[src/include/core_cfg.svh]
`ifndef CORE_CFG_SVH
`define CORE_CFG_SVH

// Datapath and register file geometry
`define XLEN        32
`define NUM_REGS    32
`define REG_ADDR_W  5

// Major opcodes of the kept subset
`define OPC_OP      7'b0110011
`define OPC_OP_IMM  7'b0010011
`define OPC_LUI     7'b0110111
`define OPC_BRANCH  7'b1100011
`define OPC_STORE   7'b0100011

// funct3 codes
`define F3_ADD_SUB  3'b000
`define F3_XOR      3'b100
`define F3_OR       3'b110
`define F3_AND      3'b111
`define F3_BEQ      3'b000
`define F3_BNE      3'b001
`define F3_SW       3'b010

// funct7 of SUB
`define F7_SUB      7'b0100000

`endif
[src/verilog/core_pkg.sv]
`include "core_cfg.svh"

package core_pkg;

  // ALU operation select
  typedef enum logic [2:0] {
    ALU_ADD    = 3'd0,
    ALU_SUB    = 3'd1,
    ALU_AND    = 3'd2,
    ALU_OR     = 3'd3,
    ALU_XOR    = 3'd4,
    ALU_PASS_B = 3'd5
  } alu_op_e;

  // IF/ID pipeline register
  typedef struct packed {
    logic             valid;
    logic [`XLEN-1:0] pc;
    logic [31:0]      instr;
  } if_id_t;

  // ID/EX pipeline register
  typedef struct packed {
    logic                   valid;
    logic [`XLEN-1:0]       pc;
    logic [`XLEN-1:0]       op_a;
    logic [`XLEN-1:0]       op_b;
    logic [`XLEN-1:0]       st_data;
    logic [`REG_ADDR_W-1:0] rd;
    logic                   rd_we;
    alu_op_e                alu_op;
    logic                   br_eq;
    logic                   br_ne;
    logic                   store;
    // B-immediate, bit 0 always zero
    logic [12:0]            br_off;
  } id_ex_t;

  // Register file write port
  typedef struct packed {
    logic                   we;
    logic [`REG_ADDR_W-1:0] addr;
    logic [`XLEN-1:0]       data;
  } rf_wr_t;

  // Taken branch redirect from EX
  typedef struct packed {
    logic             flush;
    logic [`XLEN-1:0] target;
  } redirect_t;

  // Data bus store request payload
  typedef struct packed {
    logic [`XLEN-1:0] addr;
    logic [`XLEN-1:0] wdata;
  } store_req_t;

endpackage

[src/verilog/register_file.sv]
`timescale 1ns/1ns
`include "core_cfg.svh"

module register_file (
  input  logic                   clk_i,
  input  logic                   rst_n_i,
  input  logic [`REG_ADDR_W-1:0] rs1_addr_i,
  input  logic [`REG_ADDR_W-1:0] rs2_addr_i,
  input  core_pkg::rf_wr_t       rf_wr_i,
  output logic [`XLEN-1:0]       rs1_data_o,
  output logic [`XLEN-1:0]       rs2_data_o
);

  logic [`XLEN-1:0] regs [`NUM_REGS];
  logic             rs1_hit;
  logic             rs2_hit;

  // Entry 0 only ever sees the reset value
  always_ff @(posedge clk_i or negedge rst_n_i) begin
    if (!rst_n_i) begin
      for (int i = 0; i < `NUM_REGS; i++) begin
        regs[i] <= '0;
      end
    end else if (rf_wr_i.we && rf_wr_i.addr != '0) begin
      regs[rf_wr_i.addr] <= rf_wr_i.data;
    end
  end

  // Write-through bypass for the same-cycle EX write
  assign rs1_hit = rf_wr_i.we && (rf_wr_i.addr == rs1_addr_i) && (rs1_addr_i != '0);
  assign rs2_hit = rf_wr_i.we && (rf_wr_i.addr == rs2_addr_i) && (rs2_addr_i != '0);

  assign rs1_data_o = rs1_hit ? rf_wr_i.data : regs[rs1_addr_i];
  assign rs2_data_o = rs2_hit ? rf_wr_i.data : regs[rs2_addr_i];

endmodule

[config.mk]
export PLATFORM = sky130hd
export DESIGN_NAME = register_file
export DESIGN_NICKNAME = d
export VERILOG_FILES = /design/src/verilog/core_pkg.sv /design/src/verilog/register_file.sv
export VERILOG_INCLUDE_DIRS = /design/src /design/src/include
export SDC_FILE = /design/constraint.sdc
export NUM_CORES = 2
export LEC_CHECK = 0
export BUFFER_PORTS_ARGS = -buffer_cell sky130_fd_sc_hd__buf_4
export CORE_MARGIN = 10
export CORE_UTILIZATION = 29
export CTS_CLUSTER_SIZE = 10
export DETAILED_ROUTE_END_ITERATION = 8
export PLACE_DENSITY = 0.55
export SLEW_MARGIN = 20
export SYNTH_ARGS = -nofsm -noshare
export SYNTH_HDL_FRONTEND = slang
export SYNTH_SLANG_ARGS = --single-unit
[constraint.sdc]
create_clock -name clk_i -period 1.7 [get_ports clk_i]
set_clock_uncertainty 0.1 [all_clocks]
set_input_delay 0.085 -clock clk_i [delete_from_list [all_inputs] [get_ports clk_i]]
set_output_delay 0.085 -clock clk_i [all_outputs]
set_load 0.005 [all_outputs]
==> summary.txt <==
Outcome = finished with violations
Failing checks = negative setup slack
Placer Congestion = 0.802
Post-route antenna net violation count = 0
Largest net degree at the start of global routing = 86
Drt first pass iters = 5
Total Routing Usage GR = 18.0%
Die width = 450 um
Reg2Reg Launch Point = regs[976]
I/O Buffers = 113
Post-synth EDFFs = 0
RSZ-0062 raised after global routing = true
Worst slew pin tran = 1.06 ns
Final setup margin = -0.954 ns
CP Max Fanout = 2
YS warnings = 0
Seq/Total Area, Yosys = 47.7%
DRT iter0 DRCs = 2,593
Startpoint Class = flip-flop
DR WL/cell = 29.3 um
Final nets = 3,889
Slew Viols, Final = 0
Worst Hold Launch = rf_wr_i[34]
Post-Syn Nets = 3,514
Fillers = 17,222
First-pass GRT wire length = 271,000 um
Worst Path Required = 1.51 ns
Critical Path AT = 2.47 ns
Global route total overflow = 0
CTS root buffer = clkbuf_16
Largest registers = regs x1024
H-tree depth = 3
CTS tree = done
Clk Latency, worst-skew pair = 0.75 ns
Initial antenna violation count = 3
Crit end category = output port
Row count = 157
Placeable Area = 0.184 sq mm
Clock-pin slew on the worst setup and hold paths = 0.06 ns
Layout cells sized above 1 = 66.6%
Initial Util = 29.2%
Max Root-Sink Buffers = 3
Peak supply drop = 0.878 mV
DRC violations left = 0
Main combinational cell family by area after synthesis = multiplexers
Maxcap violations = 0
Die H = 450 um
Post-synthesis mux area share = 43.0%
# setup viols final = 64
Leak = 28.7 nW
Syn Inst Count = 3,464
Final HPWL DP = 124,000 um
Period minus WS final = 2.65 ns
Routed WL = 186,000 um
Yosys reg bits = 1,024
Vias in the first global route = 37,117
Final Hold Fails = 0
CTS sink cnt = 1,024
Area share of fa/ha/maj cells after synthesis = 0%
Via density per instance = 5.49
Average size of a mapped cell = 15.5 sq um
Critical path type = flip-flop to output port
Top FF cell, synth = dfrtp_1
Ys async rst share = 100%
Post-synth cell types = 41
Clock buffers created by TritonCTS = 117
Max reg flops = 1,024
Synth Area in Simple Gates = 1.94%
Power per cell area = 1060 mW/mm^2
Layout area overhead = 26.3%
Complex-gate fraction of the synthesized area = 3.31%
Mapped Area = 0.0537 sq mm
Post-synthesis xor/xnor area fraction = 0.131%
Tightest Hold Check Type = input pin to flip-flop
Largest Register = regs
Fmax = 0.377 GHz
Placed insts = 6,142
Non-Filler Instances = 6,348
Crit share post-route = 156%
Die footprint = 0.203 sq mm
Max_slew headroom = 29.1%
Io pins = 114
DR vias = 34,844
Place WS = -0.737 ns
CP startpoint = regs[1006]
final cells by class:
class                   instances  area [sq um]  share of cell area (%)
repair buffers                674          7780                    11.5
multi-input cells            2022         28100                    41.4
clock buffers                 151          3110                    4.58
flip-flops and latches       1024         25600                    37.8
well taps                    2464          3080                    4.55
clock inverters                11           123                   0.181
diodes                          2          5.00                 0.00738
logic make-up after synthesis:
logic type,Yosys count
multiplexers,1539
AND/OR/NAND/NOR,185
AO/OA/AOI/OAI,290
XOR/XNOR,8
flip-flops,1024
buffers and inverters,418
cell usage after synthesis (9+ instances only):
master    instances  area, sq um
o21ai_1          31          155
buf_1            35          131
nand2_1          50          188
mux4_2          505        11400
nor2b_1           9         56.3
dfrtp_1        1024        25600
buf_6            14          158
clkbuf_1        199          747
nand3_1           9         45.0
nor4_1           33          206
o22ai_1         252         1580
mux2_2         1024        11500
buf_12           10          200
nor2_1           19         71.3
buf_4            13         97.6
or4_1            31          233
buf_2           142          711
what timing repair did:
item,4_1_cts,5_1_grt
endpoints found under the hold margin,2016,0
cloned,0,0
resized for setup,267,87
buffers inserted,5,11
hold buffers,37,0
endpoints found under the setup margin,64,495
pin swaps,68,53
metrics by stage:
stage	hold slack (ns)	utilization (%)	power, W	instance area, sq um	setup TNS (ns)
detailed placement	-0.0846	33.9	0.0478	62200	-176.82
global route	0.110	36.9	0.0749	67800	-57.43
global placement	-0.0819	33.9	0.0472	62200	-172.63
CTS	0.0511	36.6	0.0718	67200	-77.20
floorplan	-0.311	-	0.0421	53800	-2.06
finish	0.117	36.9	0.0717	67800	-52.38
power by group:
group | switching [W] | total [W] | leakage (nW) | internal (W)
Clock | 0.0103 | 0.0228 | 1.58 | 0.0126
Sequential | 0.00328 | 0.0323 | 13.1 | 0.0290
Combinational | 0.00619 | 0.0165 | 14.0 | 0.0103
Total | 0.0197 | 0.0717 | 28.7 | 0.0519
critical path: stages (launching register included):
cell and delay [ns]:
dfrtp_1 0.39, buf_6 0.12, mux4_2 0.47, o22ai_4 0.20, nor4_2 0.06, mux2_4 0.34, buf_6 0.14
final timing paths:
kind	to	depth (start not counted)	slack [ns]
min in group asynchronous	regs[265]	3	0.45
hold / removal	regs[140]	5	0.12
setup / recovery	rs2_data_o[14]	6	-0.95
hold reg to reg	regs[1018]	0	0.29
setup reg to reg	regs[976]	3	0.59
max in group asynchronous	regs[53]	4	0.10
cells in the final DEF, fill, tap and decap left out, types with 6 or more instances in the layout:
cell	count
nand2_4	11
mux2_2	1005
nor4_4	12
buf_12	196
or4_4	30
o21ai_4	9
o21ai_2	21
nor4_2	16
buf_4	399
mux2_4	19
nor2_1	11
nor2_4	8
dlygate4sd3_1	36
clkbuf_1	29
o22ai_1	103
dfrtp_1	1024
nor4_1	6
nor2b_1	6
nand3b_1	7
buf_6	37
o22ai_2	117
nand2_1	37
nor3_2	6
o22ai_4	32
clkbuf_16	117
mux4_2	507
layer usage:
metal / routed length [um] / global-route usage, % / part of all wire [%] / up-vias
met5: 12 / 0 / 0.0065 / -
met4: 6380 / 5.72 / 3.4 / 2
met3: 8620 / 3.04 / 4.6 / 326
met2: 91300 / 30.1 / 49 / 926
met1: 79500 / 23.6 / 43 / 19265
li1: - / - / - / 14325
Note: power is estimated with default switching activity, not from simulation.
