[src/include/core_cfg.svh]
`ifndef CORE_CFG_SVH
`define CORE_CFG_SVH

// Datapath and register file geometry
`define XLEN        32
`define NUM_REGS    32
`define REG_ADDR_W  5

// Major opcodes of the kept subset
`define OPC_OP      7'b0110011
`define OPC_OP_IMM  7'b0010011
`define OPC_LUI     7'b0110111
`define OPC_BRANCH  7'b1100011
`define OPC_STORE   7'b0100011

// funct3 codes
`define F3_ADD_SUB  3'b000
`define F3_XOR      3'b100
`define F3_OR       3'b110
`define F3_AND      3'b111
`define F3_BEQ      3'b000
`define F3_BNE      3'b001
`define F3_SW       3'b010

// funct7 of SUB
`define F7_SUB      7'b0100000

`endif
[src/verilog/core_pkg.sv]
`include "core_cfg.svh"

package core_pkg;

  // ALU operation select
  typedef enum logic [2:0] {
    ALU_ADD    = 3'd0,
    ALU_SUB    = 3'd1,
    ALU_AND    = 3'd2,
    ALU_OR     = 3'd3,
    ALU_XOR    = 3'd4,
    ALU_PASS_B = 3'd5
  } alu_op_e;

  // IF/ID pipeline register
  typedef struct packed {
    logic             valid;
    logic [`XLEN-1:0] pc;
    logic [31:0]      instr;
  } if_id_t;

  // ID/EX pipeline register
  typedef struct packed {
    logic                   valid;
    logic [`XLEN-1:0]       pc;
    logic [`XLEN-1:0]       op_a;
    logic [`XLEN-1:0]       op_b;
    logic [`XLEN-1:0]       st_data;
    logic [`REG_ADDR_W-1:0] rd;
    logic                   rd_we;
    alu_op_e                alu_op;
    logic                   br_eq;
    logic                   br_ne;
    logic                   store;
    // B-immediate, bit 0 always zero
    logic [12:0]            br_off;
  } id_ex_t;

  // Register file write port
  typedef struct packed {
    logic                   we;
    logic [`REG_ADDR_W-1:0] addr;
    logic [`XLEN-1:0]       data;
  } rf_wr_t;

  // Taken branch redirect from EX
  typedef struct packed {
    logic             flush;
    logic [`XLEN-1:0] target;
  } redirect_t;

  // Data bus store request payload
  typedef struct packed {
    logic [`XLEN-1:0] addr;
    logic [`XLEN-1:0] wdata;
  } store_req_t;

endpackage

[src/verilog/ex_stage.sv]
`timescale 1ns/1ns
`include "core_cfg.svh"

module ex_stage (
  input  logic                 clk_i,
  input  logic                 rst_n_i,
  input  core_pkg::id_ex_t     id_ex_i,
  input  logic                 data_gnt_i,
  output logic                 ex_ready_o,
  output core_pkg::redirect_t  redirect_o,
  output core_pkg::rf_wr_t     rf_wr_o,
  output logic                 data_req_o,
  output core_pkg::store_req_t data_o
);

  import core_pkg::*;

  logic [`XLEN-1:0] alu_res;
  logic [`XLEN-1:0] br_target;
  logic             ops_equal;
  logic             ex_fire;
  logic             st_load;
  logic             st_valid_q;
  store_req_t       st_q;

  //////////////////////////////////////////////////////////////////////
  // ALU and branch compare
  //////////////////////////////////////////////////////////////////////

  always_comb begin
    case (id_ex_i.alu_op)
      ALU_SUB:    alu_res = id_ex_i.op_a - id_ex_i.op_b;
      ALU_AND:    alu_res = id_ex_i.op_a & id_ex_i.op_b;
      ALU_OR:     alu_res = id_ex_i.op_a | id_ex_i.op_b;
      ALU_XOR:    alu_res = id_ex_i.op_a ^ id_ex_i.op_b;
      ALU_PASS_B: alu_res = id_ex_i.op_b;
      // add, also store address
      default:    alu_res = id_ex_i.op_a + id_ex_i.op_b;
    endcase
  end

  assign ops_equal = (id_ex_i.op_a == id_ex_i.op_b);
  assign br_target = id_ex_i.pc + {{(`XLEN-13){id_ex_i.br_off[12]}}, id_ex_i.br_off};

  // Stall only while the store buffer waits on its grant
  assign ex_ready_o = !st_valid_q || data_gnt_i;
  assign ex_fire    = id_ex_i.valid && ex_ready_o;

  // Redirect strobe, one cycle per taken branch
  assign redirect_o.flush  = ex_fire &&
                             ((id_ex_i.br_eq && ops_equal) || (id_ex_i.br_ne && !ops_equal));
  assign redirect_o.target = br_target;

  // Writeback happens on the EX cycle
  assign rf_wr_o.we   = ex_fire && id_ex_i.rd_we;
  assign rf_wr_o.addr = id_ex_i.rd;
  assign rf_wr_o.data = alu_res;

  //////////////////////////////////////////////////////////////////////
  // Store request register
  //////////////////////////////////////////////////////////////////////

  assign st_load = ex_fire && id_ex_i.store;

  always_ff @(posedge clk_i or negedge rst_n_i) begin
    if (!rst_n_i) begin
      st_valid_q <= 1'b0;
    end else if (st_load) begin
      st_valid_q <= 1'b1;
    end else if (data_gnt_i) begin
      st_valid_q <= 1'b0;
    end
  end

  // Payload frozen until granted
  always_ff @(posedge clk_i) begin
    if (st_load) begin
      st_q.addr  <= alu_res;
      st_q.wdata <= id_ex_i.st_data;
    end
  end

  assign data_req_o = st_valid_q;
  assign data_o     = st_q;

endmodule

[config.mk]
export PLATFORM = sky130hd
export DESIGN_NAME = ex_stage
export DESIGN_NICKNAME = d
export VERILOG_FILES = /design/src/verilog/core_pkg.sv /design/src/verilog/ex_stage.sv
export VERILOG_INCLUDE_DIRS = /design/src /design/src/include
export SDC_FILE = /design/constraint.sdc
export NUM_CORES = 1
export LEC_CHECK = 0
export ABC_AREA = 1
export BUFFER_PORTS_ARGS = -buffer_cell sky130_fd_sc_hd__buf_2
export CORE_UTILIZATION = 55
export CTS_BUF_LIST = sky130_fd_sc_hd__clkbuf_2 sky130_fd_sc_hd__clkbuf_4 sky130_fd_sc_hd__clkbuf_8
export DETAILED_ROUTE_END_ITERATION = 10
export PLACE_DENSITY = 0.82
export SKIP_CTS_REPAIR_TIMING = 1
export SYNTH_ARGS = -nofsm -noshare
export SYNTH_HDL_FRONTEND = slang
export SYNTH_SLANG_ARGS = --single-unit
[constraint.sdc]
create_clock -name clk_i -period 5.1 [get_ports clk_i]
set_input_delay 0.765 -clock clk_i [delete_from_list [all_inputs] [get_ports clk_i]]
set_output_delay 0.765 -clock clk_i [all_outputs]
set_load 0.01 [all_outputs]
==> qor.yml, run 1 <==
outcome: "completed"
setup_viol: 0
syn_to_final_growth_pct: 15.1
fin_ws_ns: 1.19
syn_nets: 1965
power_density_nw_per_um2: 202
synth_cell_types: 48
netlist_top_cells_count: "478 x nand2_1, 306 x inv_1, 139 x nand3_1, 126 x ha_1, 101 x nor2_1"
grt_pass1_wl_um: 60200
chipWidth_um: 142
grt_usage_pct: 38.8
final.setup.tns_ns: 0
period_needed_ns: 3.91
yosys.area_share.adder_pct: 15.2
grt_start_max_net_pins: 48
yosysSeqAreaShare_pct: 18.1
vias_per_cell: 5.61
synth_top_family_by_area: "simple AND/OR/NAND/NOR gates"
slowest_delay_ns: 0.49
fin_crit_sh_pct: 76.8
yosysMostFrequentCell: "nand2_1"
n_fill_cell: 1801
wl_met1_um: 16300
die_area_sq_um: 20100
ys_ff_latch: 65
max-slew-margin-rel_pct: 30.8
grt_overflow: 0
syn_area_per_cell_sq_um: 6.40
vias: 12300
maxSlewViolCount: 0
yosys.area.top_type: "edfxtp_1"
crit_path_top_delay_cell: "fa_1"
place_ws_ns: 1.28
cts_buffers: 9
skew_ns: 0.0222
crit_fanout: 6
yosysTopAreaCellShare_pct: 17.9
insertion_delay_ns: 0.40
cts_tree: "done"
rsz0062_at_grt: "no"
syn_inst: 1679
wl_met3_um: 4510
asyncSetResetFlopFracSynth_pct: 1.54
htreeDepth: 3
hold_viol: 0
initial_core_util_pct: 56.7
port_buffers: 283
synth_area_leaders: "edfxtp_1 18%, nand2_1 17%, ha_1 15%"
post_layout_nonfiller_instances: 2196
multi_input_area_sq_um: 7180
grt_pass1_vias: 11600
totalWireLength_um: 39000
seq_area_sq_um: 1950
ys.flop_type: "edfxtp_1"
cp_common_cell: "nand2_1"
path_clk_slew_ns: 0.08
final_nets: 2217
critPathLaunchType: "primary input"
die_h_um: 142
cp_cell_sequence: "buf_2 > ha_1 > fa_1 > nand3_2 > nand3_2 > nand2_1 > nand2_1 > nand2_2 > nand2_2 > nand2_1 > inv_1 > o211ai_1 > buf_2"
dpl.hpwl_um: 32500
ir_worst_vdd_mv: 0.135
synth_xor_area_share_pct: 2.36
hold_class: "in -> async"
max_freq_mhz: 255
gp_congestion: 1.08
arrival_ns: 3.15
required_ns: 4.34
detail-route-antenna-nets: 0
syn-cell-area_sq_um: 10800
maxCapViolCount: 0
dp.cells: 2180
antenna_found_initial: 0
tightest_slew_ns: 1.04
synth_compound_area_share_pct: 13.1
yosys.area_share.simple_pct: 35.9
io_pins: 294
crit_path_end_kind: "output port"
cts_sinks: 65
met2_wirelength_um: 16900
drt_iter0_drc: 1300
p_leak_nw: 6.93
wire_per_inst_um: 17.8
maxUsedRoutingLayer: "met4"
antenna_cells: 0
crit_type: "in -> out"
cts-root-buf: "clkbuf_8"
synth-edff-count: 64
dr.pass1.iters: 6
yosysWarnings: 0
cts_max_path_buffers: 2
synth_mux_area_share_pct: 0
drc_errors: 0
drive_above_1_share_pct: 22.4
num_rows: 50
coreArea_sq_um: 19000
-- cells by family after synthesis --
group,after synthesis
buffers and inverters,376
AND/OR/NAND/NOR,853
AO/OA/AOI/OAI,227
flip-flops,65
XOR/XNOR,29
adder cells (fa/ha/maj),129
-- per-layer routing --
layer	vias to the layer above	track usage, %
met2	771	61.4
met3	107	6.92
met1	5550	52.4
met4	0	14.9
li1	5898	-
met5	-	0
-- critical path, delay by kind of cell --
family                     cells  cell delay [ns]
adders and majority gates      2             0.86
and+or+nand+nor                7             0.76
buffers and inverters          3             0.39
AOI/OAI and AO/OA              1             0.37
-- layout by cell type (no fill, tap or decap), drive strengths merged, types with 3 or more instances in the layout --
master,netlist,layout
edfxtp,64,64
o22ai,27,27
nor3,19,19
nand2,514,514
clkinv,1,3
nand4,19,19
clkbuf,4,9
clkinvlp,0,3
nand3,147,147
ha,126,126
o21ai,50,50
xor2,27,27
inv,325,325
nor4,7,7
fa,3,3
o211ai,7,7
buf,46,291
a21o,9,9
nand3b,4,4
o21bai,11,11
a221oi,30,30
nor2,138,138
a21oi,88,88
-- flip-flops by register name (all words and copies together) (netlist names) --
| name | cells |
|---|---|
| data_o | 64 |
| data_req_o | 1 |
-- cell type report --
cell class	instances	share of cell area [%]
clock inverters	7	0.768
flip-flops and latches	65	15.7
multi-input cells	1238	58.0
well taps	260	2.63
repair buffers	291	11.9
clock buffers	9	1.00
inverters	326	9.92
-- where the power goes --
| part | internal (W) | total, W | switching, W |
|---|---|---|---|
| sequential | 0.000633 | 0.000641 | 0.00000744 |
| combinational | 0.000440 | 0.00132 | 0.000881 |
| clock | 0.000275 | 0.000535 | 0.000261 |
| total | 0.00135 | 0.00250 | 0.00115 |
-- stage by stage --
step	util (%)	power (W)	hold WS [ns]	instance area, sq um
floorplan	-	0.00152	0.469	10800
global placement	64.1	0.00192	0.534	12200
detailed placement	64.1	0.00194	0.544	12200
CTS	65.3	0.00247	0.143	12400
global route	65.3	0.00263	0.146	12400
finish	65.3	0.00250	0.146	12400
-- path summary, 6_finish.rpt --
kind                                              from                     end  slack (ns)  cells after the start
worst min-delay path                           rst_n_i  data_req_o$_DFFE_PN0P_        0.15                      1
worst max-delay path                       id_ex_i[57]             rf_wr_o[12]        1.19                     13
max in group asynchronous                      rst_n_i  data_req_o$_DFFE_PN0P_        4.87                      1
min in group clk_i                         id_ex_i[39]    data_o[14]$_DFFE_PP_        0.56                      1
worst max register to register  data_req_o$_DFFE_PN0P_    data_o[11]$_DFFE_PP_        2.88                      4
worst min register to register  data_req_o$_DFFE_PN0P_  data_req_o$_DFFE_PN0P_        0.56                      2
Power figures use the tool's default switching activity.
==> run 2: changes to the inputs <==
--- a/config.mk
+++ b/config.mk
@@ -8,10 +8,10 @@
 export LEC_CHECK = 0
 export ABC_AREA = 1
 export BUFFER_PORTS_ARGS = -buffer_cell sky130_fd_sc_hd__buf_2
-export CORE_UTILIZATION = 55
+export CORE_UTILIZATION = 50
 export CTS_BUF_LIST = sky130_fd_sc_hd__clkbuf_2 sky130_fd_sc_hd__clkbuf_4 sky130_fd_sc_hd__clkbuf_8
 export DETAILED_ROUTE_END_ITERATION = 10
-export PLACE_DENSITY = 0.82
+export PLACE_DENSITY = 0.79
 export SKIP_CTS_REPAIR_TIMING = 1
 export SYNTH_ARGS = -nofsm -noshare
 export SYNTH_HDL_FRONTEND = slang
==> constraint.sdc (replaced) <==
create_clock -name clk_i -period 3.59 [get_ports clk_i]
set_input_delay 0.5385 -clock clk_i [delete_from_list [all_inputs] [get_ports clk_i]]
set_output_delay 0.5385 -clock clk_i [all_outputs]
set_load 0.01 [all_outputs]
==> qor.yml, run 2 (synthesis results as in run 1) <==
use_met3_pct: 6.35  # -0.57 points
wire_per_inst_um: 17.0  # -4.5%
rrSetupSlack_ns: 1.83  # -1.05 ns
num_rows: 53  # +6.0%
crit_fanout: 6  # unchanged
grt_pass1_vias: 11300  # -2.7%
coreArea_sq_um: 21000  # +11%
chipWidth_um: 149  # +4.8%
initial_core_util_pct: 51.1  # -5.6 points
period_needed_ns: 3.35
p_total_w: 0.00360  # +44%
critPathLaunchType: "primary input"
path_buf_inv: 2  # -1
crit_path_top_delay_cell: "fa_1"
detail-route-antenna-nets: 0  # unchanged
power_density_nw_per_um2: 287  # +42%
vias: 12000  # -2.5%
ir_worst_vdd_mv: 0.219  # +63%
dpl.hpwl_um: 32000  # -1.6%
totalWireLength_um: 37800  # -3.2%
outcome: "completed"
gp_congestion: 1.04  # -3.6%
drive_above_1_share_pct: 22.9  # +0.52 points
skew_ns: 0.0283  # +0.00610 ns
cts_sinks: 65  # unchanged
port_buffers: 283  # unchanged
seq_area_sq_um: 1950  # unchanged
grt_start_max_net_pins: 65  # +35%
grt_overflow: 0  # unchanged
tightest_slew_ns: 0.832  # -0.204 ns
syn_to_final_growth_pct: 16.5
n_fill_cell: 2074  # +15%
grtUsageMet1_pct: 44.7  # -7.7 points
die_h_um: 149  # +4.8%
final_util_pct: 59.6  # -5.7 points
grt_usage_pct: 34.1  # -4.7 points
cts-root-buf: "clkbuf_8"
endpoint: "rf_wr_o[28]"
p_sw_share_pct: 44.3  # -1.7 points
final_common_cell: "nand2_1"
vias_per_cell: 5.40  # -3.8%
hold_viol: 0  # unchanged
cts_buffers: 9  # unchanged
seq_power_share_pct: 25.3  # -0.4 points
max-slew-margin-rel_pct: 44.6  # +14 points
final_nets: 2230  # +0.59%
maxSlewViolCount: 0  # unchanged
final.setup.tns_ns: 0  # unchanged
grt_pass1_wl_um: 58300  # -3.1%
max_freq_mhz: 298
crit_path_end_kind: "output port"
slowest_delay_ns: 0.46  # -0.03 ns
p_int_w: 0.00200  # +49%
insertion_delay_ns: 0.40  # about the same
drc_errors: 0  # unchanged
pwr-share-comb_pct: 51.7  # -1.2 points
required_ns: 3.05  # -1.29 ns
antenna_found_initial: 4  # +4
p_leak_nw: 7.02  # +1.3%
maxCapViolCount: 0  # unchanged
crit_cells: 14  # +1
fin_crit_sh_pct: 93.4
reg2reg_depth: 4  # unchanged
switchingPower_w: 0.00159  # +39%
die_area_sq_um: 22100  # +9.9%
startpoint: "id_ex_i[57]"
largest_reg_flops: 64  # unchanged
arrival_ns: 2.82  # -0.33 ns
place_area_sq_um: 12300  # +0.81%
cts_max_path_buffers: 2  # unchanged
rsz0062_at_grt: "no"
top_usage_layer: "met2"
drt_iter0_drc: 1003  # -23%
htreeDepth: 3  # unchanged
dr.pass1.iters: 6  # unchanged
final_cell_mix: "478 x nand2_1, 306 x inv_1, 283 x buf_2, 139 x nand3_1, 126 x ha_1"
hold_class: "in -> reg"
io_pins: 294  # unchanged
multi_input_area_sq_um: 7170  # -0.14%
use_met2_pct: 55.3  # -6.1 points
path_clk_slew_ns: 0.08  # about the same
crit_type: "in -> out"
fin_area_sq_um: 12500  # +1.2%
setup_viol: 0  # unchanged
cp_cell_sequence: "buf_2 > ha_1 > fa_1 > nand3_2 > nand3_2 > nand2_1 > nand2_1 > nand2_2 > nand2_2 > nand2_1 > nand3_1 > nand3_1 > nand3_1 > buf_2"
r2r-start: "data_req_o$_DFFE_PN0P_"
crit_family: "simple AND/OR/NAND/NOR gates"
cts_tree: "done"
p_clk_share_pct: 23.0  # +1.6 points
r2r_end: "data_o[47]$_DFFE_PP_"
run 2: cell types whose count changed in the layout (fill, tap and decap cells not counted):
cell | previous run | this run
buf_4 | 8 | 20
clkinvlp_4 | 3 | 0
inv_6 | 0 | 3
diode_2 | 0 | 2
nor2_2 | 28 | 30
nor2_4 | 11 | 9
bufinv_16 | 2 | 3
clkinv_1 | 1 | 0
dlygate4sd3_1 | 0 | 1
run 2: how the worst min path moves through the flow:
stage,start,end,slack [ns],depth (start not counted)
4_1_cts,rst_n_i,data_req_o$_DFFE_PN0P_,-0.04,1
3_3_place_gp,rst_n_i,data_req_o$_DFFE_PN0P_,0.35,1
5_1_grt,id_ex_i[43],data_o[18]$_DFFE_PP_,0.32,1
2_1_floorplan,rst_n_i,data_req_o$_DFFE_PN0P_,0.24,0
6_report,id_ex_i[54],data_o[29]$_DFFE_PP_,0.33,1
3_5_place_dp,rst_n_i,data_req_o$_DFFE_PN0P_,0.35,1
run 2: layer usage:
metal	wire [um]	part of all wire [%]
met2	16700	44
met5	22	0.058
met3	3670	9.7
met1	16100	43
met4	1240	3.3
run 2: area by class of cell:
cell class              instances  share of cell area, %
well taps                     275                   2.75
flip-flops and latches         65                   15.6
inverters                     326                   9.80
diodes                          2                 0.0400
clock buffers                   9                  0.989
repair buffers                304                   12.6
multi-input cells            1238                   57.3
clock inverters                 7                  0.999
run 2: stage by stage:
| step | setup WS, ns | std cells | hold WS, ns |
|---|---|---|---|
| 4_1_cts | 0.297 | 2223 | -0.0436 |
| 2_1_floorplan | 0.695 | 1679 | 0.243 |
| 6_report | 0.236 | 2226 | 0.333 |
| 3_3_place_gp | 0.340 | 2207 | 0.348 |
| 3_5_place_dp | 0.300 | 2207 | 0.351 |
| 5_1_grt | 0.120 | 2225 | 0.325 |
run 2: power groups by stage:
stage                     clock (W)  sequential [W]  combinational, W
after floorplan                   0        0.000954           0.00120
after global placement            0        0.000925           0.00181
after detailed placement          0        0.000927           0.00183
after CTS                  0.000840        0.000910           0.00184
after global routing       0.000861        0.000913           0.00205
final                      0.000828        0.000909           0.00186
