### src/include/core_cfg.svh
`ifndef CORE_CFG_SVH
`define CORE_CFG_SVH

// Datapath and register file geometry
`define XLEN        32
`define NUM_REGS    32
`define REG_ADDR_W  5

// Major opcodes of the kept subset
`define OPC_OP      7'b0110011
`define OPC_OP_IMM  7'b0010011
`define OPC_LUI     7'b0110111
`define OPC_BRANCH  7'b1100011
`define OPC_STORE   7'b0100011

// funct3 codes
`define F3_ADD_SUB  3'b000
`define F3_XOR      3'b100
`define F3_OR       3'b110
`define F3_AND      3'b111
`define F3_BEQ      3'b000
`define F3_BNE      3'b001
`define F3_SW       3'b010

// funct7 of SUB
`define F7_SUB      7'b0100000

`endif
### src/verilog/core_pkg.sv
`include "core_cfg.svh"

package core_pkg;

  // ALU operation select
  typedef enum logic [2:0] {
    ALU_ADD    = 3'd0,
    ALU_SUB    = 3'd1,
    ALU_AND    = 3'd2,
    ALU_OR     = 3'd3,
    ALU_XOR    = 3'd4,
    ALU_PASS_B = 3'd5
  } alu_op_e;

  // IF/ID pipeline register
  typedef struct packed {
    logic             valid;
    logic [`XLEN-1:0] pc;
    logic [31:0]      instr;
  } if_id_t;

  // ID/EX pipeline register
  typedef struct packed {
    logic                   valid;
    logic [`XLEN-1:0]       pc;
    logic [`XLEN-1:0]       op_a;
    logic [`XLEN-1:0]       op_b;
    logic [`XLEN-1:0]       st_data;
    logic [`REG_ADDR_W-1:0] rd;
    logic                   rd_we;
    alu_op_e                alu_op;
    logic                   br_eq;
    logic                   br_ne;
    logic                   store;
    // B-immediate, bit 0 always zero
    logic [12:0]            br_off;
  } id_ex_t;

  // Register file write port
  typedef struct packed {
    logic                   we;
    logic [`REG_ADDR_W-1:0] addr;
    logic [`XLEN-1:0]       data;
  } rf_wr_t;

  // Taken branch redirect from EX
  typedef struct packed {
    logic             flush;
    logic [`XLEN-1:0] target;
  } redirect_t;

  // Data bus store request payload
  typedef struct packed {
    logic [`XLEN-1:0] addr;
    logic [`XLEN-1:0] wdata;
  } store_req_t;

endpackage

### src/verilog/id_stage.sv
`timescale 1ns/1ns
`include "core_cfg.svh"

module id_stage (
  input  logic                   clk_i,
  input  logic                   rst_n_i,
  input  core_pkg::if_id_t       if_id_i,
  input  logic                   ex_ready_i,
  input  core_pkg::redirect_t    redirect_i,
  input  logic [`XLEN-1:0]       rs1_data_i,
  input  logic [`XLEN-1:0]       rs2_data_i,
  output logic [`REG_ADDR_W-1:0] rs1_addr_o,
  output logic [`REG_ADDR_W-1:0] rs2_addr_o,
  output logic                   id_ready_o,
  output core_pkg::id_ex_t       id_ex_o
);

  import core_pkg::*;

  logic [6:0]       opcode;
  logic [2:0]       funct3;
  logic [6:0]       funct7;
  logic [`XLEN-1:0] imm_i;
  logic [`XLEN-1:0] imm_s;
  logic [`XLEN-1:0] imm_u;
  logic [12:0]      imm_b;
  logic             known;
  id_ex_t           dec;
  id_ex_t           id_ex_q;

  // Instruction fields
  assign opcode = if_id_i.instr[6:0];
  assign funct3 = if_id_i.instr[14:12];
  assign funct7 = if_id_i.instr[31:25];

  // Register read addresses straight from the word
  assign rs1_addr_o = if_id_i.instr[19:15];
  assign rs2_addr_o = if_id_i.instr[24:20];

  // Immediates
  assign imm_i = {{20{if_id_i.instr[31]}}, if_id_i.instr[31:20]};
  assign imm_s = {{20{if_id_i.instr[31]}}, if_id_i.instr[31:25], if_id_i.instr[11:7]};
  assign imm_u = {if_id_i.instr[31:12], 12'b0};
  assign imm_b = {if_id_i.instr[31], if_id_i.instr[7], if_id_i.instr[30:25],
                  if_id_i.instr[11:8], 1'b0};

  //////////////////////////////////////////////////////////////////////
  // Decoder
  //////////////////////////////////////////////////////////////////////

  always_comb begin
    dec         = '0;
    known       = 1'b0;
    dec.pc      = if_id_i.pc;
    dec.op_a    = rs1_data_i;
    dec.op_b    = rs2_data_i;
    dec.st_data = rs2_data_i;
    dec.rd      = if_id_i.instr[11:7];
    dec.br_off  = imm_b;

    case (opcode)
      `OPC_OP_IMM: begin
        dec.op_b  = imm_i;
        dec.rd_we = 1'b1;
        known     = 1'b1;
        case (funct3)
          `F3_ADD_SUB: dec.alu_op = ALU_ADD;
          `F3_XOR:     dec.alu_op = ALU_XOR;
          `F3_OR:      dec.alu_op = ALU_OR;
          `F3_AND:     dec.alu_op = ALU_AND;
          // shifts and compares are outside the subset
          default:     known = 1'b0;
        endcase
      end
      `OPC_OP: begin
        dec.rd_we = 1'b1;
        known     = (funct7 == 7'b0) || (funct7 == `F7_SUB && funct3 == `F3_ADD_SUB);
        case (funct3)
          `F3_ADD_SUB: dec.alu_op = (funct7 == `F7_SUB) ? ALU_SUB : ALU_ADD;
          `F3_XOR:     dec.alu_op = ALU_XOR;
          `F3_OR:      dec.alu_op = ALU_OR;
          `F3_AND:     dec.alu_op = ALU_AND;
          default:     known = 1'b0;
        endcase
      end
      `OPC_LUI: begin
        dec.op_b   = imm_u;
        dec.alu_op = ALU_PASS_B;
        dec.rd_we  = 1'b1;
        known      = 1'b1;
      end
      `OPC_BRANCH: begin
        known = 1'b1;
        case (funct3)
          `F3_BEQ: dec.br_eq = 1'b1;
          `F3_BNE: dec.br_ne = 1'b1;
          default: known = 1'b0;
        endcase
      end
      `OPC_STORE: begin
        // Address is rs1 plus S-imm through the adder
        dec.op_b  = imm_s;
        dec.store = 1'b1;
        known     = (funct3 == `F3_SW);
      end
      default: known = 1'b0;
    endcase

    // Unsupported words turn into bubbles
    if (!known) begin
      dec.rd_we = 1'b0;
    end
    dec.valid = if_id_i.valid && known;
  end

  assign id_ready_o = !id_ex_q.valid || ex_ready_i;

  // ID/EX register
  always_ff @(posedge clk_i or negedge rst_n_i) begin
    if (!rst_n_i) begin
      id_ex_q <= '0;
    end else if (redirect_i.flush) begin
      id_ex_q.valid <= 1'b0;
    end else if (id_ready_o) begin
      id_ex_q <= dec;
    end
  end

  assign id_ex_o = id_ex_q;

endmodule

### config.mk
export PLATFORM = sky130hd
export DESIGN_NAME = id_stage
export DESIGN_NICKNAME = d
export VERILOG_FILES = /design/src/verilog/core_pkg.sv /design/src/verilog/id_stage.sv
export VERILOG_INCLUDE_DIRS = /design/src /design/src/include
export SDC_FILE = /design/constraint.sdc
export NUM_CORES = 1
export LEC_CHECK = 0
export CAP_MARGIN = 20
export CORE_ASPECT_RATIO = 1.1
export CORE_MARGIN = 2
export CORE_UTILIZATION = 40
export CTS_CLUSTER_SIZE = 40
export DETAILED_ROUTE_END_ITERATION = 7
export DONT_BUFFER_PORTS = 1
export PLACE_DENSITY = 0.57
export SLEW_MARGIN = 30
export SYNTH_ARGS = -nofsm -noshare
export SYNTH_HDL_FRONTEND = slang
export SYNTH_SLANG_ARGS = --single-unit
### constraint.sdc
create_clock -name clk_i -period 3.6 [get_ports clk_i]
set_input_delay 0.36 -clock clk_i [delete_from_list [all_inputs] [get_ports clk_i]]
set_output_delay 0.36 -clock clk_i [all_outputs]
set_load 0.02 [all_outputs]
==> results of run 1 <==
==> kinds of logic after synthesis <==
family	count (synthesis)
and+or+nand+nor	424
AOI/OAI and AO/OA	86
other	1
xor gates and xnor gates	2
DFF	148
buffers and inverters	63
==> per-layer routing <==
layer,GRT usage,part of all wire
met5,0,0
met2,0.350,0.51
met1,0.236,0.37
met4,0.0840,0.025
met3,0.0859,0.098
==> report_power, final <==
part | internal, mW | total (mW) | switching (mW)
sequential | 1.81 | 2.11 | 0.302
combinational | 0.0911 | 0.255 | 0.163
clock | 0.870 | 1.54 | 0.669
total | 2.77 | 3.90 | 1.13
==> cells in the final DEF (no fill, tap or decap), drive strengths merged <==
cell / n
a2111oi: 1
a211oi: 3
a21oi: 15
a22o: 5
a31oi: 20
a41o: 1
and2: 1
and2b: 1
and3: 1
buf: 7
clkbuf: 21
clkinv: 8
clkinvlp: 2
conb: 1
dfrtp: 148
dlygate4sd3: 1
inv: 5
nand2: 362
nand2b: 3
nand3: 8
nand3b: 1
nand4: 1
nand4b: 1
nand4bb: 1
nor2: 31
nor2b: 1
nor3: 3
nor3b: 1
nor4: 1
o211ai: 8
o21ai: 30
o31ai: 1
o41ai: 2
or2: 2
or3: 1
or3b: 2
or4: 1
or4b: 1
xnor2: 2
==> final cells by class <==
cell class / instances / share of cell area
Clock buffer: 21 / 0.0646
Timing Repair Buffer: 8 / 0.00972
Tap cell: 200 / 0.0367
Inverter: 5 / 0.00275
Clock inverter: 10 / 0.00917
Multi-Input combinational cell: 513 / 0.334
Sequential cell: 148 / 0.543
==> per-stage QoR <==
stage / cell area (um2) / hold WS (ns) / setup WS [ns] / std cells
floorplan: 6290 / 0.0644 / 2.00 / 724
global placement: 6290 / 0.0680 / 1.19 / 873
detailed placement: 6300 / 0.0678 / 1.23 / 873
CTS: 6810 / -0.386 / 1.22 / 905
global route: 6820 / -0.391 / 1.08 / 905
finish: 6820 / -0.365 / 1.22 / 905
==> critical path: cells and delay by family, from the launching register on <==
kind / cells / cell delay [ns]
compound gates: 1 / 0.15
buf+inv: 1 / 0.39
flops: 1 / 0.47
simple gates: 3 / 1.27
==> worst max-delay path by stage <==
stage	slack [ns]	from	cells past startpoint	to
2_1_floorplan	2.00	id_ex_o[153]$_DFFE_PN0P_	6	id_ex_o[64]$_DFFE_PN0P_
3_3_place_gp	1.19	id_ex_o[153]$_DFFE_PN0P_	5	id_ex_o[57]$_DFFE_PN0P_
3_5_place_dp	1.23	id_ex_o[153]$_DFFE_PN0P_	5	id_ex_o[70]$_DFFE_PN0P_
4_1_cts	1.22	id_ex_o[153]$_DFFE_PN0P_	5	id_ex_o[79]$_DFFE_PN0P_
5_1_grt	1.08	id_ex_o[153]$_DFFE_PN0P_	5	id_ex_o[69]$_DFFE_PN0P_
6_report	1.22	id_ex_o[153]$_DFFE_PN0P_	5	id_ex_o[79]$_DFFE_PN0P_
==> flow_summary.json, run 1 <==
{
  "outcome": "finished with violations",
  "violations": "hold timing",
  "worst_clock_skew_ns": 0.00723,
  "synth_seq_area_share": 0.589,
  "drv_slew": 0,
  "globalplace.congestion": 0.808,
  "dr_total_vias": 4845,
  "row_count": 48,
  "timing.critical_path.cells": "nand2b_1 -> and2_4 -> buf_4 -> nor2_1 -> a31oi_1",
  "multi_input_area_um2": 2280,
  "drc": 0,
  "synthArstFlopShare": 1.00,
  "critPathRequiredTime_ns": 3.93,
  "synth_area_leaders": "dfrtp_1 59%, nand2_1 22%, o21ai_0 2.1%",
  "synth_fp_nets": 889,
  "h_tree_depth": 4,
  "wirelength_routed_mm": 17.8,
  "timing.critical_path.arrival_ns": 2.71,
  "drt-wirelength-per-cell_um": 19.7,
  "fillerInstances": 1566,
  "die_h_um": 136,
  "synth_compound_gate_area_share": 0.0853,
  "post-layout-total-power_mw": 3.90,
  "power_density_nw_per_um2": 572,
  "start_kind": "flop",
  "drive_gt1_frac": 0.0667,
  "die_area_um2": 16800,
  "tns_ns": 0,
  "cts-buffers-inserted": 17,
  "synth_top_family_by_area": "simple AND/OR/NAND/NOR gates",
  "worst-slew-pin-transition_ns": 0.878,
  "synth.most_common_cell": "nand2_1",
  "ff_latch_area_um2": 3700,
  "worst-path-max-fanout": 80,
  "yosys_warnings": 0,
  "track_usage": 0.209,
  "finish.net_count": 858,
  "synth_enable_flop_cells": 0,
  "drtIter0Drc": 301,
  "antenna_left": 0,
  "cts_tree": "yes",
  "syn_avg_cell_area_um2": 8.69,
  "criticalPathCategory": "flop to flop",
  "primary_flip_flop_cell_chosen_by_synthesis_mapping": "dfrtp_1",
  "grt_setup_unrepaired": "false",
  "yosys.area_share.simple": 0.269,
  "synth_cells": 724,
  "grt_pass1_wl_mm": 26.3,
  "numClockSinks": 148,
  "finish.utilization": 0.438,
  "slew-limit-headroom": 0.415,
  "yosys-mux-area-fraction": 0,
  "area_delta_synth_final_pct": 8.37,
  "worst_reg2reg_path_endpoint": "id_ex_o[79]$_DFFE_PN0P_",
  "final_min_period_ns": 2.38,
  "p_leak_nw": 3.33,
  "insertedDiodeCount": 0,
  "cts_repair_resize_count": 0,
  "path_clk_slew_ns": 0.06,
  "drv_cap": 0,
  "clk_root_buffer_cell": "clkbuf_16",
  "synth_adder_area_share": 0,
  "r2r_setup_slack_ns": 1.22,
  "yosys.cell_types.count": 46,
  "total_setup_buffers_inserted_after_cts": 0,
  "drtPass1Iterations": 5,
  "post-synth-top-area-fraction": 0.589,
  "gr-total-overflow": 0,
  "hold-worst-slack_ns": -0.365,
  "synth_largest_area_cell": "dfrtp_1",
  "max_stage_delay_ns": 0.81,
  "pin_count_of_the_biggest_net_entering_global_routing": 149,
  "initial_antenna_violation_count": 0,
  "hold_buffers": 1,
  "count_of_boundary_i_o_pins": 330,
  "synth_xor_area_frac": 0.00278,
  "synth_top_cells_by_count": "362 x nand2_1, 148 x dfrtp_1, 31 x nor2_1",
  "largest_reg_flops": 148,
  "first_global_vias": 4798,
  "vias_per_cell": 5.35,
  "synth.ff_latch_count": 148,
  "insertion_delay_ns": 0.41,
  "critical_path.reg2reg.startpoint": "id_ex_o[153]$_DFFE_PN0P_",
  "critical_path.endpoint_type": "flop",
  "core_region_area_um2": 15600,
  "fin_crit_sh": 0.661,
  "report.final.setup_viol": 0,
  "worst-r2r-cell-count": 5,
  "achievable-frequency_ghz": 0.420,
  "die-width_um": 124,
  "power.ir.vdd_worst_mv": 0.288,
  "max_clock_buf_depth": 2,
  "hold_violations": 148,
  "syn_area_um2": 6290,
  "start_util": 0.405,
  "hpwlAfterDp_mm": 12.3,
  "timing.hold.worst.class": "input port to asynchronous set/reset pin",
  "critPathSlowestCell": "and2_4",
  "port-buffer-count": 0
}
Note: power is estimated with default switching activity, not from simulation.
==> inputs of run 2 (changes only) <==
--- a/config.mk
+++ b/config.mk
@@ -13,7 +13,7 @@
 export CTS_CLUSTER_SIZE = 40
 export DETAILED_ROUTE_END_ITERATION = 7
 export DONT_BUFFER_PORTS = 1
-export PLACE_DENSITY = 0.57
+export PLACE_DENSITY = 0.59
 export SLEW_MARGIN = 30
 export SYNTH_ARGS = -nofsm -noshare
 export SYNTH_HDL_FRONTEND = slang
==> constraint.sdc (replaced) <==
create_clock -name clk_i -period 1.9 [get_ports clk_i]
set_input_delay 0.19 -clock clk_i [delete_from_list [all_inputs] [get_ports clk_i]]
set_output_delay 0.19 -clock clk_i [all_outputs]
set_load 0.02 [all_outputs]
==> run 2 against run 1 <==
The run still ends with hold timing left. Clock skew fell by 0.00085 ns. Sequential cell count did not move. Final cell count rose by 15%. Combinational power rose to 2.9 times the previous value. Sequential share of layout area fell by 9.3 points. First-iteration DRC count rose by 20%. Worst hold slack got worse by 0.16 ns.
==> flow_summary.json, run 2 (synthesized netlist as in run 1, its figures left out) <==
{
  "count_of_boundary_i_o_pins": 330,
  "power.combinational.fraction": 0.093,
  "start_kind": "flop",
  "worstPathBufferInverterCount": 2,
  "start_util": 0.405,
  "row_count": 48,
  "initial_antenna_violation_count": 0,
  "drtIter0Drc": 360,
  "clk_root_buffer_cell": "clkbuf_16",
  "critPathSlowestCell": "dlygate4sd3_1",
  "die_h_um": 136,
  "finish.utilization": 0.529,
  "max_clock_buf_depth": 2,
  "crit_cells": 6,
  "p_seq_frac": 0.502,
  "criticalPathCategory": "flop to flop",
  "timing.final.ws_setup_ns": 0.181,
  "switching_share": 0.286,
  "area_delta_synth_final_pct": 30.8,
  "post-layout-total-power_mw": 7.97,
  "dp.cells": 884,
  "port-buffer-count": 0,
  "hold-worst-slack_ns": -0.529,
  "fin_crit_sh": 0.905,
  "p_leak_nw": 3.93,
  "timing.critical_path.cells": "nand2b_1 -> buf_4 -> nor2_1 -> a31oi_1 -> o41ai_1 -> dlygate4sd3_1",
  "dp_slack_ns": 0.394,
  "max_stage_delay_ns": 0.56,
  "hold_buffers": 123,
  "most_used_cells_in_the_layout_excluding_fill_and_tap_cells": "361 x nand2_1, 148 x dfrtp_1, 123 x dlygate4sd3_1",
  "slew-limit-headroom": 0.593,
  "cp_top_family": "buffers and inverters",
  "most_common_cell_after_layout_fill_and_taps_aside": "nand2_1",
  "total_net_switching_power_mw": 2.28,
  "antenna_left": 0,
  "timing.critical_path.arrival_ns": 2.02,
  "insertion_delay_ns": 0.41,
  "worst-r2r-cell-count": 6,
  "wirelength_routed_mm": 19.7,
  "drive_gt1_frac": 0.0728,
  "worst-path-max-fanout": 3,
  "hold_violations": 148,
  "detailed_place.area_um2": 6430,
  "finish.net_count": 991,
  "cts_tree": "yes",
  "drtPass1Iterations": 4,
  "cellInternalPower_mw": 5.69,
  "core_region_area_um2": 15600,
  "largest_reg_flops": 148,
  "power_density_nw_per_um2": 968,
  "h_tree_depth": 4,
  "drt-wirelength-per-cell_um": 19.0,
  "insertedDiodeCount": 0,
  "tns_ns": 0,
  "drv_cap": 0,
  "pin_count_of_the_biggest_net_entering_global_routing": 149,
  "numClockSinks": 148,
  "report.final.setup_viol": 0,
  "fillerInstances": 1389,
  "timing.hold.worst.class": "input port to asynchronous set/reset pin",
  "gr-total-overflow": 0,
  "outcome": "finished with violations",
  "fin_area_um2": 8230,
  "hpwlAfterDp_mm": 12.8,
  "power.ir.vdd_worst_mv": 0.539,
  "grt_pass1_wl_mm": 30.0,
  "achievable-frequency_ghz": 0.582,
  "total_setup_buffers_inserted_after_cts": 0,
  "r2r_setup_slack_ns": 0.18,
  "drv_slew": 0,
  "worst_reg2reg_path_endpoint": "id_ex_o[153]$_DFFE_PN0P_",
  "path_clk_slew_ns": 0.06,
  "final_min_period_ns": 1.72,
  "track_usage": 0.237,
  "globalplace.congestion": 0.777,
  "critPathRequiredTime_ns": 2.20,
  "worst_clock_skew_ns": 0.00638,
  "layoutNonFillerInstCount": 1038,
  "die-width_um": 124,
  "critical_path.endpoint_type": "flop",
  "dr_total_vias": 5389,
  "drc": 0,
  "violations": "hold timing",
  "cts_repair_resize_count": 0,
  "clkPwrFrac": 0.404,
  "first_global_vias": 5626,
  "critical_path.reg2reg.startpoint": "id_ex_o[153]$_DFFE_PN0P_",
  "worst-slew-pin-transition_ns": 0.610,
  "die_area_um2": 16800,
  "cts-buffers-inserted": 17,
  "vias_per_cell": 5.19,
  "grt_setup_unrepaired": "false"
}
-- run 2: worst max path at each step --
stage                                    end                     start
floorplan            id_ex_o[64]$_DFFE_PN0P_  id_ex_o[153]$_DFFE_PN0P_
global placement     id_ex_o[14]$_DFFE_PN0P_                if_id_i[3]
detailed placement   id_ex_o[14]$_DFFE_PN0P_                if_id_i[3]
CTS                 id_ex_o[153]$_DFFE_PN0P_  id_ex_o[153]$_DFFE_PN0P_
global route        id_ex_o[153]$_DFFE_PN0P_  id_ex_o[153]$_DFFE_PN0P_
finish              id_ex_o[153]$_DFFE_PN0P_  id_ex_o[153]$_DFFE_PN0P_
-- run 2: worst register-to-register path, cell delays in order (launching register included) --
cell,delay (ns)
dfrtp_1,0.37
nand2b_1,0.16
buf_4,0.20
nor2_1,0.05
a31oi_1,0.16
o41ai_1,0.11
dlygate4sd3_1,0.56
-- run 2: area by class of cell --
| class | instances | area (um2) | area share |
|---|---|---|---|
| flip-flops and latches | 148 | 3700 | 0.450 |
| clock inverters | 10 | 98.8 | 0.0120 |
| clock buffers | 21 | 470 | 0.0572 |
| well taps | 200 | 250 | 0.0304 |
| multi-input cells | 513 | 2270 | 0.276 |
| repair buffers | 141 | 1420 | 0.172 |
| inverters | 5 | 18.8 | 0.00228 |
-- run 2: power by group through the flow --
| stage | clock network [mW] | registers [mW] | logic, mW |
|---|---|---|---|
| 6_report | 3.22 | 4.00 | 0.744 |
| 2_1_floorplan | 0 | 3.96 | 0.462 |
| 3_3_place_gp | 0 | 4.05 | 0.486 |
| 4_1_cts | 3.29 | 4.00 | 0.739 |
| 5_1_grt | 3.46 | 4.03 | 0.835 |
| 3_5_place_dp | 0 | 4.06 | 0.516 |
-- run 2: per-layer routing --
metal  up-vias  GRT usage  part of all wire
met5         -          0                 0
met4         0     0.0903             0.025
met3        40     0.0871             0.083
met2       238      0.402              0.51
met1      2613      0.271              0.38
li1       2498          -                 -
